### config.mk
export PLATFORM = sky130hd
export DESIGN_NAME = ss_fmul_top
export DESIGN_NICKNAME = d
export VERILOG_FILES = /design/src/common/ss_pkg.sv /design/src/uart/uart_rx.sv /design/src/uart/uart_tx.sv /design/src/hw/ss_bridge.sv /design/src/fmul/fmul_regs.sv /design/src/fmul/fmul_core.sv /design/src/hw/ss_fmul_top.sv
export SDC_FILE = /design/constraint.sdc
export NUM_CORES = 1
export LEC_CHECK = 0
export ABC_CLOCK_PERIOD_IN_PS = 8000
export BUFFER_PORTS_ARGS = -buffer_cell sky130_fd_sc_hd__buf_2
export CAP_MARGIN = 20
export CORE_UTILIZATION = 55
export DETAILED_ROUTE_END_ITERATION = 7
export GPL_TIMING_DRIVEN = 0
export PLACE_DENSITY = 0.7
export SYNTH_ARGS = -nofsm -noshare
export SYNTH_HDL_FRONTEND = slang
export SYNTH_HIERARCHICAL = 1
export SYNTH_SLANG_ARGS = --single-unit
export TNS_END_PERCENT = 5
### constraint.sdc
create_clock -name clk -period 8 [get_ports clk]
set_input_delay 1.6 -clock clk [delete_from_list [all_inputs] [get_ports clk]]
set_output_delay 1.6 -clock clk [all_outputs]
set_load 0.005 [all_outputs]
### src/common/ss_pkg.sv
package ss_pkg;

  // register bus address width
  localparam int ADDR_W = 16;

  // operand, modulus and result width of the field multiplier
  localparam int OP_W = 32;

  // one request on the parallel register bus
  // strobes are active low and idle high
  typedef struct packed {
    logic [ADDR_W-1:0] addr;
    logic [7:0]        wdata;
    logic              rd_n;
    logic              wr_n;
    logic              ce_n;
  } ss_bus_t;

  // decoded fields of the frame command byte
  typedef struct packed {
    logic       is_write;
    logic [6:0] count;
  } ss_cmd_t;

  // command byte, loaded as a raw byte and read back as fields
  typedef union packed {
    logic [7:0] raw;
    ss_cmd_t    f;
  } ss_cmd_u;

  // register map, multi-byte registers are little endian
  localparam logic [ADDR_W-1:0] REG_A    = 16'h0000;
  localparam logic [ADDR_W-1:0] REG_B    = 16'h0004;
  localparam logic [ADDR_W-1:0] REG_P    = 16'h0008;
  localparam logic [ADDR_W-1:0] REG_CTRL = 16'h000C;
  localparam logic [ADDR_W-1:0] REG_RES  = 16'h0010;
  localparam logic [ADDR_W-1:0] REG_ID   = 16'h0014;

  // value returned by the id register
  localparam logic [7:0] ID_VALUE = 8'hEC;

  // control bit on write, status bits on read
  localparam int CTRL_START = 0;
  localparam int STAT_BUSY  = 0;
  localparam int STAT_DONE  = 1;

endpackage

### src/uart/uart_rx.sv
module uart_rx #(
  parameter int PBIT_RATE = 8
) (
  input  logic       clk,
  input  logic       rst_n,
  input  logic       rxd,
  output logic       rx_valid,
  output logic [7:0] rx_data,
  output logic       frame_err
);

  typedef logic [$clog2(PBIT_RATE):0] cnt_t;
  typedef enum logic [1:0] {st_idle, st_start, st_data, st_stop} state_t;

  state_t     state;
  cnt_t       cnt;
  logic [2:0] bit_idx;
  // two sync stages plus one history stage for the edge detect
  logic [2:0] rxd_sync;
  logic       rx_bit;
  logic       rx_fall;

  assign rx_bit  = rxd_sync[1];
  assign rx_fall = rxd_sync[2] && !rxd_sync[1];

  always_ff @(posedge clk) begin
    if (!rst_n) begin
      rxd_sync  <= '1;
      state     <= st_idle;
      cnt       <= '0;
      bit_idx   <= '0;
      rx_valid  <= 1'b0;
      frame_err <= 1'b0;
    end else begin
      rxd_sync  <= {rxd_sync[1:0], rxd};
      rx_valid  <= 1'b0;
      frame_err <= 1'b0;
      case (state)
        st_idle: begin
          // half a bit puts the sample point at mid-bit
          if (rx_fall) begin
            state <= st_start;
            cnt   <= cnt_t'(PBIT_RATE / 2 - 1);
          end
        end
        st_start: begin
          if (cnt != '0) begin
            cnt <= cnt - 1'b1;
          end else if (rx_bit) begin
            // line went back high, treat it as a glitch
            state <= st_idle;
          end else begin
            state   <= st_data;
            cnt     <= cnt_t'(PBIT_RATE - 1);
            bit_idx <= '0;
          end
        end
        st_data: begin
          if (cnt != '0) begin
            cnt <= cnt - 1'b1;
          end else begin
            cnt     <= cnt_t'(PBIT_RATE - 1);
            bit_idx <= bit_idx + 1'b1;
            if (bit_idx == 3'd7) begin
              state <= st_stop;
            end
          end
        end
        default: begin
          if (cnt != '0) begin
            cnt <= cnt - 1'b1;
          end else begin
            // stop bit sampled in its middle
            rx_valid  <= rx_bit;
            frame_err <= !rx_bit;
            state     <= st_idle;
          end
        end
      endcase
    end
  end

  // lsb arrives first, shift in from the top
  always_ff @(posedge clk) begin
    if (state == st_data && cnt == '0) begin
      rx_data <= {rx_bit, rx_data[7:1]};
    end
  end

endmodule

### src/uart/uart_tx.sv
module uart_tx #(
  parameter int PBIT_RATE = 8
) (
  input  logic       clk,
  input  logic       rst_n,
  input  logic       tx_valid,
  input  logic [7:0] tx_data,
  output logic       tx_ready,
  output logic       txd
);

  typedef logic [$clog2(PBIT_RATE):0] cnt_t;

  // stop, data and start bits, bit 0 drives the line
  logic [9:0] shreg;
  cnt_t       cnt;
  logic [3:0] bit_idx;
  logic       busy;

  assign tx_ready = !busy;
  assign txd      = shreg[0];

  always_ff @(posedge clk) begin
    if (!rst_n) begin
      shreg   <= '1;
      cnt     <= '0;
      bit_idx <= '0;
      busy    <= 1'b0;
    end else if (!busy) begin
      if (tx_valid) begin
        shreg   <= {1'b1, tx_data, 1'b0};
        cnt     <= cnt_t'(PBIT_RATE - 1);
        bit_idx <= '0;
        busy    <= 1'b1;
      end
    end else if (cnt != '0) begin
      cnt <= cnt - 1'b1;
    end else begin
      // next bit, ones fill in behind so the line idles high
      shreg   <= {1'b1, shreg[9:1]};
      cnt     <= cnt_t'(PBIT_RATE - 1);
      bit_idx <= bit_idx + 1'b1;
      // end of the stop bit
      if (bit_idx == 4'd9) begin
        busy <= 1'b0;
      end
    end
  end

endmodule

### src/hw/ss_bridge.sv
module ss_bridge (
  input  logic            clk,
  input  logic            rst_n,
  input  logic            rx_valid,
  input  logic            frame_err,
  input  logic            tx_ready,
  input  logic [7:0]      rx_data,
  output logic            tx_valid,
  output logic [7:0]      tx_data,
  output ss_pkg::ss_bus_t bus,
  input  logic [7:0]      rdata,
  output logic            error
);

  import ss_pkg::*;

  typedef enum logic [2:0] {
    st_cmd, st_addr_lo, st_addr_hi, st_wdata, st_read, st_send
  } state_t;

  state_t     state;
  ss_cmd_u    cmd;
  logic [6:0] remain;
  // second cycle of a read strobe
  logic       rd_phase;
  logic       last;

  assign last = (remain == 7'd1);

  always_ff @(posedge clk) begin
    if (!rst_n) begin
      state    <= st_cmd;
      cmd.raw  <= '0;
      remain   <= '0;
      rd_phase <= 1'b0;
      bus.addr <= '0;
      bus.rd_n <= 1'b1;
      bus.wr_n <= 1'b1;
      bus.ce_n <= 1'b1;
      tx_valid <= 1'b0;
      error    <= 1'b0;
    end else if (frame_err) begin
      // drop the frame, resync on the next command byte
      state    <= st_cmd;
      bus.rd_n <= 1'b1;
      bus.wr_n <= 1'b1;
      bus.ce_n <= 1'b1;
      tx_valid <= 1'b0;
      error    <= 1'b1;
    end else begin
      case (state)
        st_cmd: begin
          if (rx_valid) begin
            cmd.raw <= rx_data;
            state   <= st_addr_lo;
          end
        end
        st_addr_lo: begin
          if (rx_valid) begin
            bus.addr[7:0] <= rx_data;
            state         <= st_addr_hi;
          end
        end
        st_addr_hi: begin
          if (rx_valid) begin
            bus.addr[ADDR_W-1:8] <= rx_data;
            remain               <= cmd.f.count;
            rd_phase             <= 1'b0;
            // zero count closes the frame with no access
            if (cmd.f.count == 7'd0) begin
              state <= st_cmd;
            end else if (cmd.f.is_write) begin
              state <= st_wdata;
            end else begin
              state <= st_read;
            end
          end
        end
        st_wdata: begin
          if (!bus.wr_n) begin
            // strobe done, move to the next address
            bus.wr_n <= 1'b1;
            bus.ce_n <= 1'b1;
            bus.addr <= bus.addr + 1'b1;
            remain   <= remain - 1'b1;
            if (last) begin
              state <= st_cmd;
            end
          end else if (rx_valid) begin
            bus.wdata <= rx_data;
            bus.wr_n  <= 1'b0;
            bus.ce_n  <= 1'b0;
          end
        end
        st_read: begin
          if (bus.rd_n) begin
            bus.rd_n <= 1'b0;
            bus.ce_n <= 1'b0;
          end else if (!rd_phase) begin
            rd_phase <= 1'b1;
          end else begin
            // target registered rdata on the first edge
            bus.rd_n <= 1'b1;
            bus.ce_n <= 1'b1;
            rd_phase <= 1'b0;
            tx_data  <= rdata;
            tx_valid <= 1'b1;
            state    <= st_send;
          end
        end
        default: begin
          // hold the byte until the transmitter takes it
          if (tx_ready) begin
            tx_valid <= 1'b0;
            bus.addr <= bus.addr + 1'b1;
            remain   <= remain - 1'b1;
            state    <= last ? st_cmd : st_read;
          end
        end
      endcase
    end
  end

  a_no_rd_wr_overlap: assert property (@(posedge clk) disable iff (!rst_n)
    !(!bus.rd_n && !bus.wr_n));

  a_wr_one_cycle: assert property (@(posedge clk) disable iff (!rst_n)
    !bus.wr_n |=> bus.wr_n);

endmodule

### src/fmul/fmul_regs.sv
module fmul_regs (
  input  logic                    clk,
  input  logic                    rst_n,
  input  ss_pkg::ss_bus_t         bus,
  output logic [7:0]              rdata,
  output logic                    start,
  output logic [ss_pkg::OP_W-1:0] a,
  output logic [ss_pkg::OP_W-1:0] b,
  output logic [ss_pkg::OP_W-1:0] p,
  input  logic                    busy,
  input  logic                    done,
  input  logic [ss_pkg::OP_W-1:0] result
);

  import ss_pkg::*;

  logic              wr_en;
  logic              rd_en;
  logic [1:0]        lane;
  logic [ADDR_W-3:0] word;
  logic              done_flag;
  logic [OP_W-1:0]   res_q;
  logic [7:0]        ctrl_rd;
  logic [7:0]        rd_mux;

  assign wr_en = !bus.ce_n && !bus.wr_n;
  assign rd_en = !bus.ce_n && !bus.rd_n;
  // byte lane and 32-bit word of the access
  assign lane  = bus.addr[1:0];
  assign word  = bus.addr[ADDR_W-1:2];

  always_ff @(posedge clk) begin
    if (wr_en) begin
      if (word == REG_A[ADDR_W-1:2]) begin
        a[8*lane +: 8] <= bus.wdata;
      end
      if (word == REG_B[ADDR_W-1:2]) begin
        b[8*lane +: 8] <= bus.wdata;
      end
      if (word == REG_P[ADDR_W-1:2]) begin
        p[8*lane +: 8] <= bus.wdata;
      end
    end
  end

  always_ff @(posedge clk) begin
    if (!rst_n) begin
      start     <= 1'b0;
      done_flag <= 1'b0;
    end else begin
      start <= 1'b0;
      // a start while the core runs is dropped
      if (wr_en && bus.addr == REG_CTRL && bus.wdata[CTRL_START] && !busy && !start) begin
        start     <= 1'b1;
        done_flag <= 1'b0;
      end else if (done) begin
        done_flag <= 1'b1;
      end
    end
  end

  always_ff @(posedge clk) begin
    if (done) begin
      res_q <= result;
    end
  end

  always_comb begin
    ctrl_rd            = '0;
    ctrl_rd[STAT_BUSY] = busy;
    ctrl_rd[STAT_DONE] = done_flag;
    // unmapped addresses read as zero
    rd_mux = '0;
    if (word == REG_A[ADDR_W-1:2]) begin
      rd_mux = a[8*lane +: 8];
    end else if (word == REG_B[ADDR_W-1:2]) begin
      rd_mux = b[8*lane +: 8];
    end else if (word == REG_P[ADDR_W-1:2]) begin
      rd_mux = p[8*lane +: 8];
    end else if (word == REG_RES[ADDR_W-1:2]) begin
      rd_mux = res_q[8*lane +: 8];
    end else if (bus.addr == REG_CTRL) begin
      rd_mux = ctrl_rd;
    end else if (bus.addr == REG_ID) begin
      rd_mux = ID_VALUE;
    end
  end

  // read data is ready for the second strobe cycle
  always_ff @(posedge clk) begin
    if (rd_en) begin
      rdata <= rd_mux;
    end
  end

endmodule

### src/fmul/fmul_core.sv
module fmul_core (
  input  logic                    clk,
  input  logic                    rst_n,
  input  logic                    start,
  input  logic [ss_pkg::OP_W-1:0] a,
  input  logic [ss_pkg::OP_W-1:0] b,
  input  logic [ss_pkg::OP_W-1:0] p,
  output logic                    busy,
  output logic                    done,
  output logic [ss_pkg::OP_W-1:0] result
);

  import ss_pkg::*;

  typedef logic [$clog2(OP_W)-1:0] cnt_t;

  cnt_t            cnt;
  logic            last;
  logic [OP_W-1:0] acc;
  logic [OP_W-1:0] a_r;
  logic [OP_W-1:0] p_r;
  // multiplier bits, msb first
  logic [OP_W-1:0] b_sh;
  // one extra bit so 2*acc and acc+a cannot overflow
  logic [OP_W:0]   dbl;
  logic [OP_W:0]   red1;
  logic [OP_W:0]   sum;
  logic [OP_W:0]   red2;

  assign last = (cnt == cnt_t'(OP_W - 1));

  always_comb begin
    dbl  = {acc, 1'b0};
    red1 = (dbl >= {1'b0, p_r}) ? dbl - {1'b0, p_r} : dbl;
    sum  = red1 + (b_sh[OP_W-1] ? {1'b0, a_r} : '0);
    red2 = (sum >= {1'b0, p_r}) ? sum - {1'b0, p_r} : sum;
  end

  always_ff @(posedge clk) begin
    if (!rst_n) begin
      busy <= 1'b0;
      done <= 1'b0;
      cnt  <= '0;
    end else begin
      done <= 1'b0;
      if (start && !busy) begin
        busy <= 1'b1;
        cnt  <= '0;
      end else if (busy) begin
        cnt <= cnt + 1'b1;
        if (last) begin
          busy <= 1'b0;
          done <= 1'b1;
        end
      end
    end
  end

  // operands are captured so the host may rewrite them mid-run
  always_ff @(posedge clk) begin
    if (start && !busy) begin
      acc  <= '0;
      a_r  <= a;
      p_r  <= p;
      b_sh <= b;
    end else if (busy) begin
      acc  <= red2[OP_W-1:0];
      b_sh <= b_sh << 1;
    end
    if (busy && last) begin
      result <= red2[OP_W-1:0];
    end
  end

  // fully reduced whenever the operand was in range
  a_res_reduced: assert property (@(posedge clk) disable iff (!rst_n)
    (done && a_r < p_r) |-> (result < p_r));

endmodule

### src/hw/ss_fmul_top.sv
module ss_fmul_top #(
  parameter int PBIT_RATE = 8
) (
  input  logic clk,
  input  logic rst_n,
  input  logic rxd,
  output logic txd,
  output logic trigger,
  output logic error
);

  import ss_pkg::*;

  logic            rx_valid;
  logic            frame_err;
  logic [7:0]      rx_data;
  logic            tx_valid;
  logic            tx_ready;
  logic [7:0]      tx_data;
  ss_bus_t         bus;
  logic [7:0]      rdata;
  logic            start;
  logic            done;
  logic [OP_W-1:0] a;
  logic [OP_W-1:0] b;
  logic [OP_W-1:0] p;
  logic [OP_W-1:0] result;

  uart_rx #(
    .PBIT_RATE (PBIT_RATE)
  ) uart_rx_i (
    .clk       (clk),
    .rst_n     (rst_n),
    .rxd       (rxd),
    .rx_valid  (rx_valid),
    .rx_data   (rx_data),
    .frame_err (frame_err)
  );

  uart_tx #(
    .PBIT_RATE (PBIT_RATE)
  ) uart_tx_i (
    .clk      (clk),
    .rst_n    (rst_n),
    .tx_valid (tx_valid),
    .tx_data  (tx_data),
    .tx_ready (tx_ready),
    .txd      (txd)
  );

  ss_bridge ss_bridge_i (
    .clk       (clk),
    .rst_n     (rst_n),
    .rx_valid  (rx_valid),
    .frame_err (frame_err),
    .tx_ready  (tx_ready),
    .rx_data   (rx_data),
    .tx_valid  (tx_valid),
    .tx_data   (tx_data),
    .bus       (bus),
    .rdata     (rdata),
    .error     (error)
  );

  // trigger marks the multiply window for capture
  fmul_regs fmul_regs_i (
    .clk    (clk),
    .rst_n  (rst_n),
    .bus    (bus),
    .rdata  (rdata),
    .start  (start),
    .a      (a),
    .b      (b),
    .p      (p),
    .busy   (trigger),
    .done   (done),
    .result (result)
  );

  fmul_core fmul_core_i (
    .clk    (clk),
    .rst_n  (rst_n),
    .start  (start),
    .a      (a),
    .b      (b),
    .p      (p),
    .busy   (trigger),
    .done   (done),
    .result (result)
  );

endmodule

## After elaboration in Yosys (flattened, before gate mapping)

Index checks and enable logic that the tools add are counted.

- Flip-flop bits (word level): 402
- Bits of input ports: 3
- Output and inout bits: 3
- Word-level logic and storage cells: 238

- Add/sub/neg operators: 11
- Magnitude comparators: 2
- Eq/ne operators: 36
- Shifts and indexed selects: 6
- Muxes and demuxes: 84
- Bitwise operators: 7
- Reductions and logical operators: 53

Operators with widths:

| kind | number |
|---|---|
| 32-bit two-way mux | 4 |
| 32-bit by 6-bit variable part select with 8-bit output | 4 |
| 32-bit bitwise mux | 3 |
| 33-bit by 32-bit >= comparator with 1-bit output | 2 |
| 8-bit two-way mux | 7 |
| 8-bit one-hot mux with 3 select lines | 2 |
| 4-bit two-way mux | 11 |
| 3-bit two-way mux | 14 |
| 5-bit negation with 34-bit output | 1 |
| 8-bit by 34-bit variable shift with 32-bit output (first input constant) | 1 |
| 8-bit by 34-bit variable part select with 32-bit output | 1 |
| 33-bit by 32-bit adder with 33-bit output | 1 |
| 33-bit two-way mux | 1 |
| 33-bit by 32-bit subtractor with 33-bit output | 1 |
| 16-bit two-way mux | 2 |
| 32-bit subtractor | 1 |
| 10-bit two-way mux | 3 |
| 5-bit AND reduction | 5 |
| 7-bit two-way mux | 3 |
| 7-bit one-hot mux with 3 select lines | 1 |
| 2-bit inequality test (second input constant) | 10 |
| 1-bit two-way mux | 18 |
| 16-bit by 1-bit adder with 16-bit output (second input constant) | 1 |
| 16-bit by 4-bit == test with 1-bit output (second input constant) | 1 |
| 45 further kinds | 101 |

## Longest topological paths before layout

- Word-level depth: 7
- Gate-level depth with buffers: 36
- Mapped depth without buffers: 31

## Hierarchy

The synthesis kept the hierarchy.

Modules (own cells, without submodules):

| module | instances | cells each | area each (um2) | sequential area each (um2) |
|---|---|---|---|---|
| fmul_core | 1 | 1144 | 11681.2 | 4624.4 |
| fmul_regs | 1 | 322 | 5793.1 | 4124.0 |
| ss_bridge | 1 | 314 | 2800.2 | 1281.2 |
| uart_rx | 1 | 94 | 992.2 | 520.5 |
| uart_tx | 1 | 98 | 865.8 | 360.3 |

## Least setup slack after synthesis

OpenSTA, ideal clock, no wires.

- Kind: flip-flop to flip-flop
- Start point: register fmul_core_i.p_r[1]
- End point: register fmul_core_i.acc[10]
- Setup time: 0.117 ns
- Data arrival time: 6.859 ns
- Required time: 7.883 ns
- Path slack: 1.024 ns
- Cell stages (with the launch flop): 33
- Path buffers: 3
- Clock period less this slack: 6.976 ns
- Cell sequence: edfxtp_1 -> inv_1 -> ha_1 -> nor2b_1 -> o31a_1 -> a21oi_1 -> o21ai_1 -> o211a_1 -> a21oi_1 -> clkbuf_1 -> o21ai_0 -> ha_1 -> or3_1 -> a211o_2 -> o221ai_1 -> nor3_1 -> o211a_1 -> o311a_1 -> o21a_1 -> o31ai_1 -> inv_1 -> ha_1 -> clkbuf_1 -> a21oi_1 -> o21bai_1 -> a21oi_1 -> nor2_1 -> a211o_1 -> nor3_1 -> mux2i_4 -> buf_6 -> mux2_4 -> a22o_2

- Longest elaborated chain between the ends: 5
- Elaborated cells on any way between the ends: 7
- Those cells by class: add/sub (3); order compare (2); mux (2)

RTL lines:

| what | RTL line | text |
|---|---|---|
| start: declaration | fmul_core.sv:21 | `logic [OP_W-1:0] p_r;` |
| start signal: assignment | fmul_core.sv:64 | `p_r <= p;` |
| 33-bit by 32-bit subtractor with 33-bit output / 33-bit by 32-bit >= comparator with 1-bit output (equally long branches) | fmul_core.sv:34 | `red1 = (dbl >= {1'b0, p_r}) ? dbl - {1'b0, p_r} : dbl;` |
| 33-bit two-way mux | fmul_core.sv:34 |  |
| 33-bit by 32-bit adder with 33-bit output | fmul_core.sv:35 | `sum = red1 + (b_sh[OP_W-1] ? {1'b0, a_r} : '0);` |
| 32-bit subtractor / 33-bit by 32-bit >= comparator with 1-bit output (equally long branches) | fmul_core.sv:36 | `red2 = (sum >= {1'b0, p_r}) ? sum - {1'b0, p_r} : sum;` |
| 32-bit two-way mux (*) | fmul_core.sv:36 |  |
| net fmul_core_i.red2[10] | fmul_core.sv:28 | `logic [OP_W:0] red2;` |
| end signal: assignment | fmul_core.sv:67 | `acc <= red2[OP_W-1:0];` |
| end: declaration | fmul_core.sv:19 | `logic [OP_W-1:0] acc;` |

The timed path passes the listed nets; every way through them passes the cells marked *.
A chain may end at the register's enable or synchronous reset.

## Worst setup path after layout

- Start point: register fmul_core_i.p_r[13]
- End point: register fmul_core_i.acc[3]

- Longest elaborated chain between the ends: 5
- Elaborated cells on any way between the ends: 7
- Those cells by class: add/sub (3); order compare (2); mux (2)

RTL lines:

| what | RTL line |
|---|---|
| 33-bit by 32-bit subtractor with 33-bit output / 33-bit by 32-bit >= comparator with 1-bit output (equally long branches) | fmul_core.sv:34 |
| 33-bit two-way mux | fmul_core.sv:34 |
| 33-bit by 32-bit adder with 33-bit output | fmul_core.sv:35 |
| 33-bit by 32-bit >= comparator with 1-bit output / 32-bit subtractor (equally long branches) | fmul_core.sv:36 |
| 32-bit two-way mux (*) | fmul_core.sv:36 |
| net fmul_core_i.red2[3] | fmul_core.sv:28 |

Marks and branches as above.

==> impl_metrics.py <==
metrics = {
    "global_route": {
        "grt_max_degree": 67,
        "first_global_vias": 15500,
        "antenna_found_initial": 1,
        "track_usage": 0.3010,
        "grt-ovfl-total": 0,
        "grt_pass1_wl_mm": 92.90,
    },
    "floorplan": {
        "rows": 73,
        "io_pins": 6,
        "initial_core_util": 0.5570,
        "die_h_um": 202.6,
        "die_w_um": 202.6,
        "die-area_sq_mm": 0.04105,
        "core_sq_mm": 0.03973,
    },
    "yosys": {
        "syn_nets": 2094,
        "synthAdderAreaFrac": 0.06829,
        "yosys.area_share.simple": 0.1372,
        "synth_compound_gate_area_share": 0.1592,
        "syn_area_sq_mm": 0.02213,
        "syn_avg_cell_area_sq_um": 11.22,
        "synth_seq_area_share": 0.4930,
        "synthCells": 1972,
        "ys_ff_latch": 401,
        "yosysWarningCount": 6,
        "synth-async-reset-ratio": 0,
        "synth.area.top_cells": "edfxtp_1, dfxtp_1, ha_1",
        "synthXorXnorAreaFrac": 0.03205,
        "synth_edf_count": 288,
        "synthMuxAreaShare": 0.07762,
        "yosysUniqueCellTypes": 106,
        "ys.flop_type": "edfxtp_1",
        "synth_top_family_by_area": "compound AO/OA/AOI/OAI gates",
        "post-synth-top-area-fraction": 0.3908,
        "yosys.area.top_type": "edfxtp_1",
    },
    "detailed_routing": {
        "num_vias": 16290,
        "ant_nets": 0,
        "wirelength_mm": 61.69,
        "avgRoutedWirePerCell_um": 23.88,
        "vias_per_cell": 6.304,
        "drcViolationCount": 0,
        "first_pass_iters": 6,
        "drt_iter0_drc": 1599,
    },
    "power_and_ir_drop": {
        "p_per_area_mw_per_mm2": 283.6,
        "ir_drop_v": 0.0002198,
        "power.leakage_nw": 9.444,
    },
    "critical_path": {
        "required_ns": 8.46,
        "slowest_stage": "ha_1",
        "critPathCaptureType": "register",
        "worst-endpoint-arrival_ns": 8.26,
        "r2r.worst_path.cells": 35,
        "path_max_fanout": 10,
        "worstSetupStartpointType": "register",
        "crit_type": "reg -> reg",
        "slowest_delay_ns": 0.44,
    },
    "run": {
        "cap_violations": 0,
    },
    "min_path": {
        "hp-class": "reg -> reg",
        "hold_depth": 1,
    },
    "sta": {
        "worst_slew_pin_slew_ns": 0.9083,
        "fmax_mhz": 128.3,
        "skew_ns": 0.01739,
        "hold_viol_final": 0,
        "worst_hold_slack_ns": 0.4040,
        "finalSetupViolCount": 0,
        "min_period_ns": 7.796,
        "min_period_over_period": 0.9746,
        "slew_violations": 0,
        "relSlewSlack": 0.3931,
    },
    "cells_and_area": {
        "final_common_cell": "edfxtp_1",
        "layout_common_cells": "edfxtp_1, a21oi_1, nand2_1, nor2_1, dfxtp_1",
        "syn_to_final_growth_pct": 11.69,
        "final-seq-area_sq_mm": 0.01091,
        "layout.filler_cells": 3201,
        "final_cells": 2584,
        "multi_input_area_sq_mm": 0.01083,
        "final_cell_area_sq_mm": 0.02472,
        "drive_gt1_frac": 0.1565,
        "final_nets": 2148,
    },
    "cts": {
        "ctsHtreeMaxLevel": 2,
        "clockBufferDepth": 3,
        "cts_root_buf": "clkbuf_16",
        "cts_sinks": 401,
        "cts_tree": "yes",
        "cts.clk_slew.worst_paths_ns": 0.07,
        "clkLatencyLatePin_ns": 0.58,
        "cts_made_buffers": 41,
    },
    "run_status": {
        "status": "finished, final reports clean",
    },
    "place": {
        "gp_congestion": 0.9693,
        "dp_cells": 2506,
        "hpwl_mm": 47.53,
        "dpl_cell_area_sq_mm": 0.02291,
        "io_buffers": 5,
    },
}
==> where the power goes <==
part	internal (mW)	total, mW	leakage, nW	switching, mW
Sequential	2.32	2.37	3.59	0.0545
Clock	1.14	1.98	0.678	0.835
Combinational	1.17	2.66	5.17	1.49
Total	4.63	7.01	9.44	2.38
==> synthesized netlist by cell type (18+ instances only) <==
| master | count |
|---|---|
| a21oi_1 | 140 |
| buf_2 | 19 |
| nand3_1 | 36 |
| mux2_4 | 21 |
| nor2_1 | 119 |
| dfxtp_1 | 113 |
| o21a_1 | 24 |
| nor3_1 | 36 |
| mux4_2 | 32 |
| inv_1 | 89 |
| mux2i_1 | 22 |
| edfxtp_1 | 288 |
| nand2b_1 | 22 |
| a22o_2 | 18 |
| xor2_1 | 27 |
| ha_1 | 116 |
| a31oi_1 | 19 |
| nor3b_1 | 23 |
| o21ai_0 | 96 |
| mux2_2 | 39 |
| xnor2_1 | 54 |
| nand4_1 | 18 |
| nand2_1 | 129 |
| a21o_1 | 58 |
| nor2b_1 | 20 |
| and2_1 | 84 |
| clkbuf_1 | 43 |
==> logic make-up (layout without fill, tap and decap cells) <==
family | Yosys count | count (layout)
adder cells (fa/ha/maj) | 119 | 119
buffers and inverters | 169 | 255
AND/OR/NAND/NOR | 563 | 563
multiplexers | 115 | 115
other | 0 | 1
flip-flops | 401 | 401
AO/OA/AOI/OAI | 524 | 524
XOR/XNOR | 81 | 81
==> registers in the layout, indices dropped and copies added, names as in the netlist, 32 cells and up <==
name,cells
fmul_core_i/a_r,32
fmul_core_i/acc,32
fmul_core_i/b_sh,32
fmul_core_i/p_r,32
fmul_core_i/result,32
fmul_regs_i/a,32
fmul_regs_i/b,32
fmul_regs_i/p,32
fmul_regs_i/res_q,32
==> area by class of cell <==
type                       count  area share
multi-input combinational   1402      0.4382
buffer                        70     0.01564
inverter                      93     0.01412
antenna                        1   0.0001012
tap                          525     0.02657
sequential                   401      0.4414
clock inverter                22     0.01068
timing repair buffer          17    0.007592
clock buffer                  53     0.04571
==> critical path: cells and delay by family, from the launching register on <==
| kind | cells | cell delay, ns |
|---|---|---|
| compound gates | 16 | 3.22 |
| simple gates | 6 | 1.17 |
| xor+xnor | 1 | 0.28 |
| mux | 2 | 0.45 |
| fa+ha+maj | 4 | 1.36 |
| buf+inv | 6 | 0.85 |
| flops | 1 | 0.33 |
==> per-stage QoR <==
step             util  setup slack, ns  setup TNS [ns]  total power [mW]
6_report       0.6222           0.2035               0             7.010
5_1_grt        0.6221         -0.06253         -0.6328             7.327
4_1_cts        0.6151         0.007079               0             6.883
3_5_place_dp   0.5766           -1.925         -115.88             4.845
3_3_place_gp   0.5742           -1.864         -112.31             4.803
2_1_floorplan       -            1.024               0             4.278
==> path summary, 6_finish.rpt <==
check | start | endpoint | slack, ns
hold / removal | uart_rx_i/rxd_sync[0]$_SDFF_PN1_ | uart_rx_i/rxd_sync[1]$_SDFF_PN1_ | 0.40
hold reg to reg | uart_rx_i/rxd_sync[0]$_SDFF_PN1_ | uart_rx_i/rxd_sync[1]$_SDFF_PN1_ | 0.40
setup / recovery | fmul_core_i/p_r[13]$_DFFE_PP_ | fmul_core_i/acc[3]$_SDFFE_PP0P_ | 0.20
setup reg to reg | fmul_core_i/p_r[13]$_DFFE_PP_ | fmul_core_i/acc[3]$_SDFFE_PP0P_ | 0.20
==> metal layers <==
layer / vias to the layer above / global-route usage / share of wire
met3: 150 / 0.03547 / 0.063
met5: - / 0 / 0
met4: 0 / 0.1262 / 0.044
met1: 8003 / 0.3981 / 0.42
li1: 7526 / - / -
met2: 611 / 0.5024 / 0.48
==> what timing repair did <==
item                       in CTS  in global routing
setup buffers                   3                  5
resized for setup              32                 49
hold buffers                    0                  0
cloned                          0                  0
setup endpoints to repair      64                 64
pin swaps                       6                 14
No activity file was read; power rests on OpenSTA's default activity.
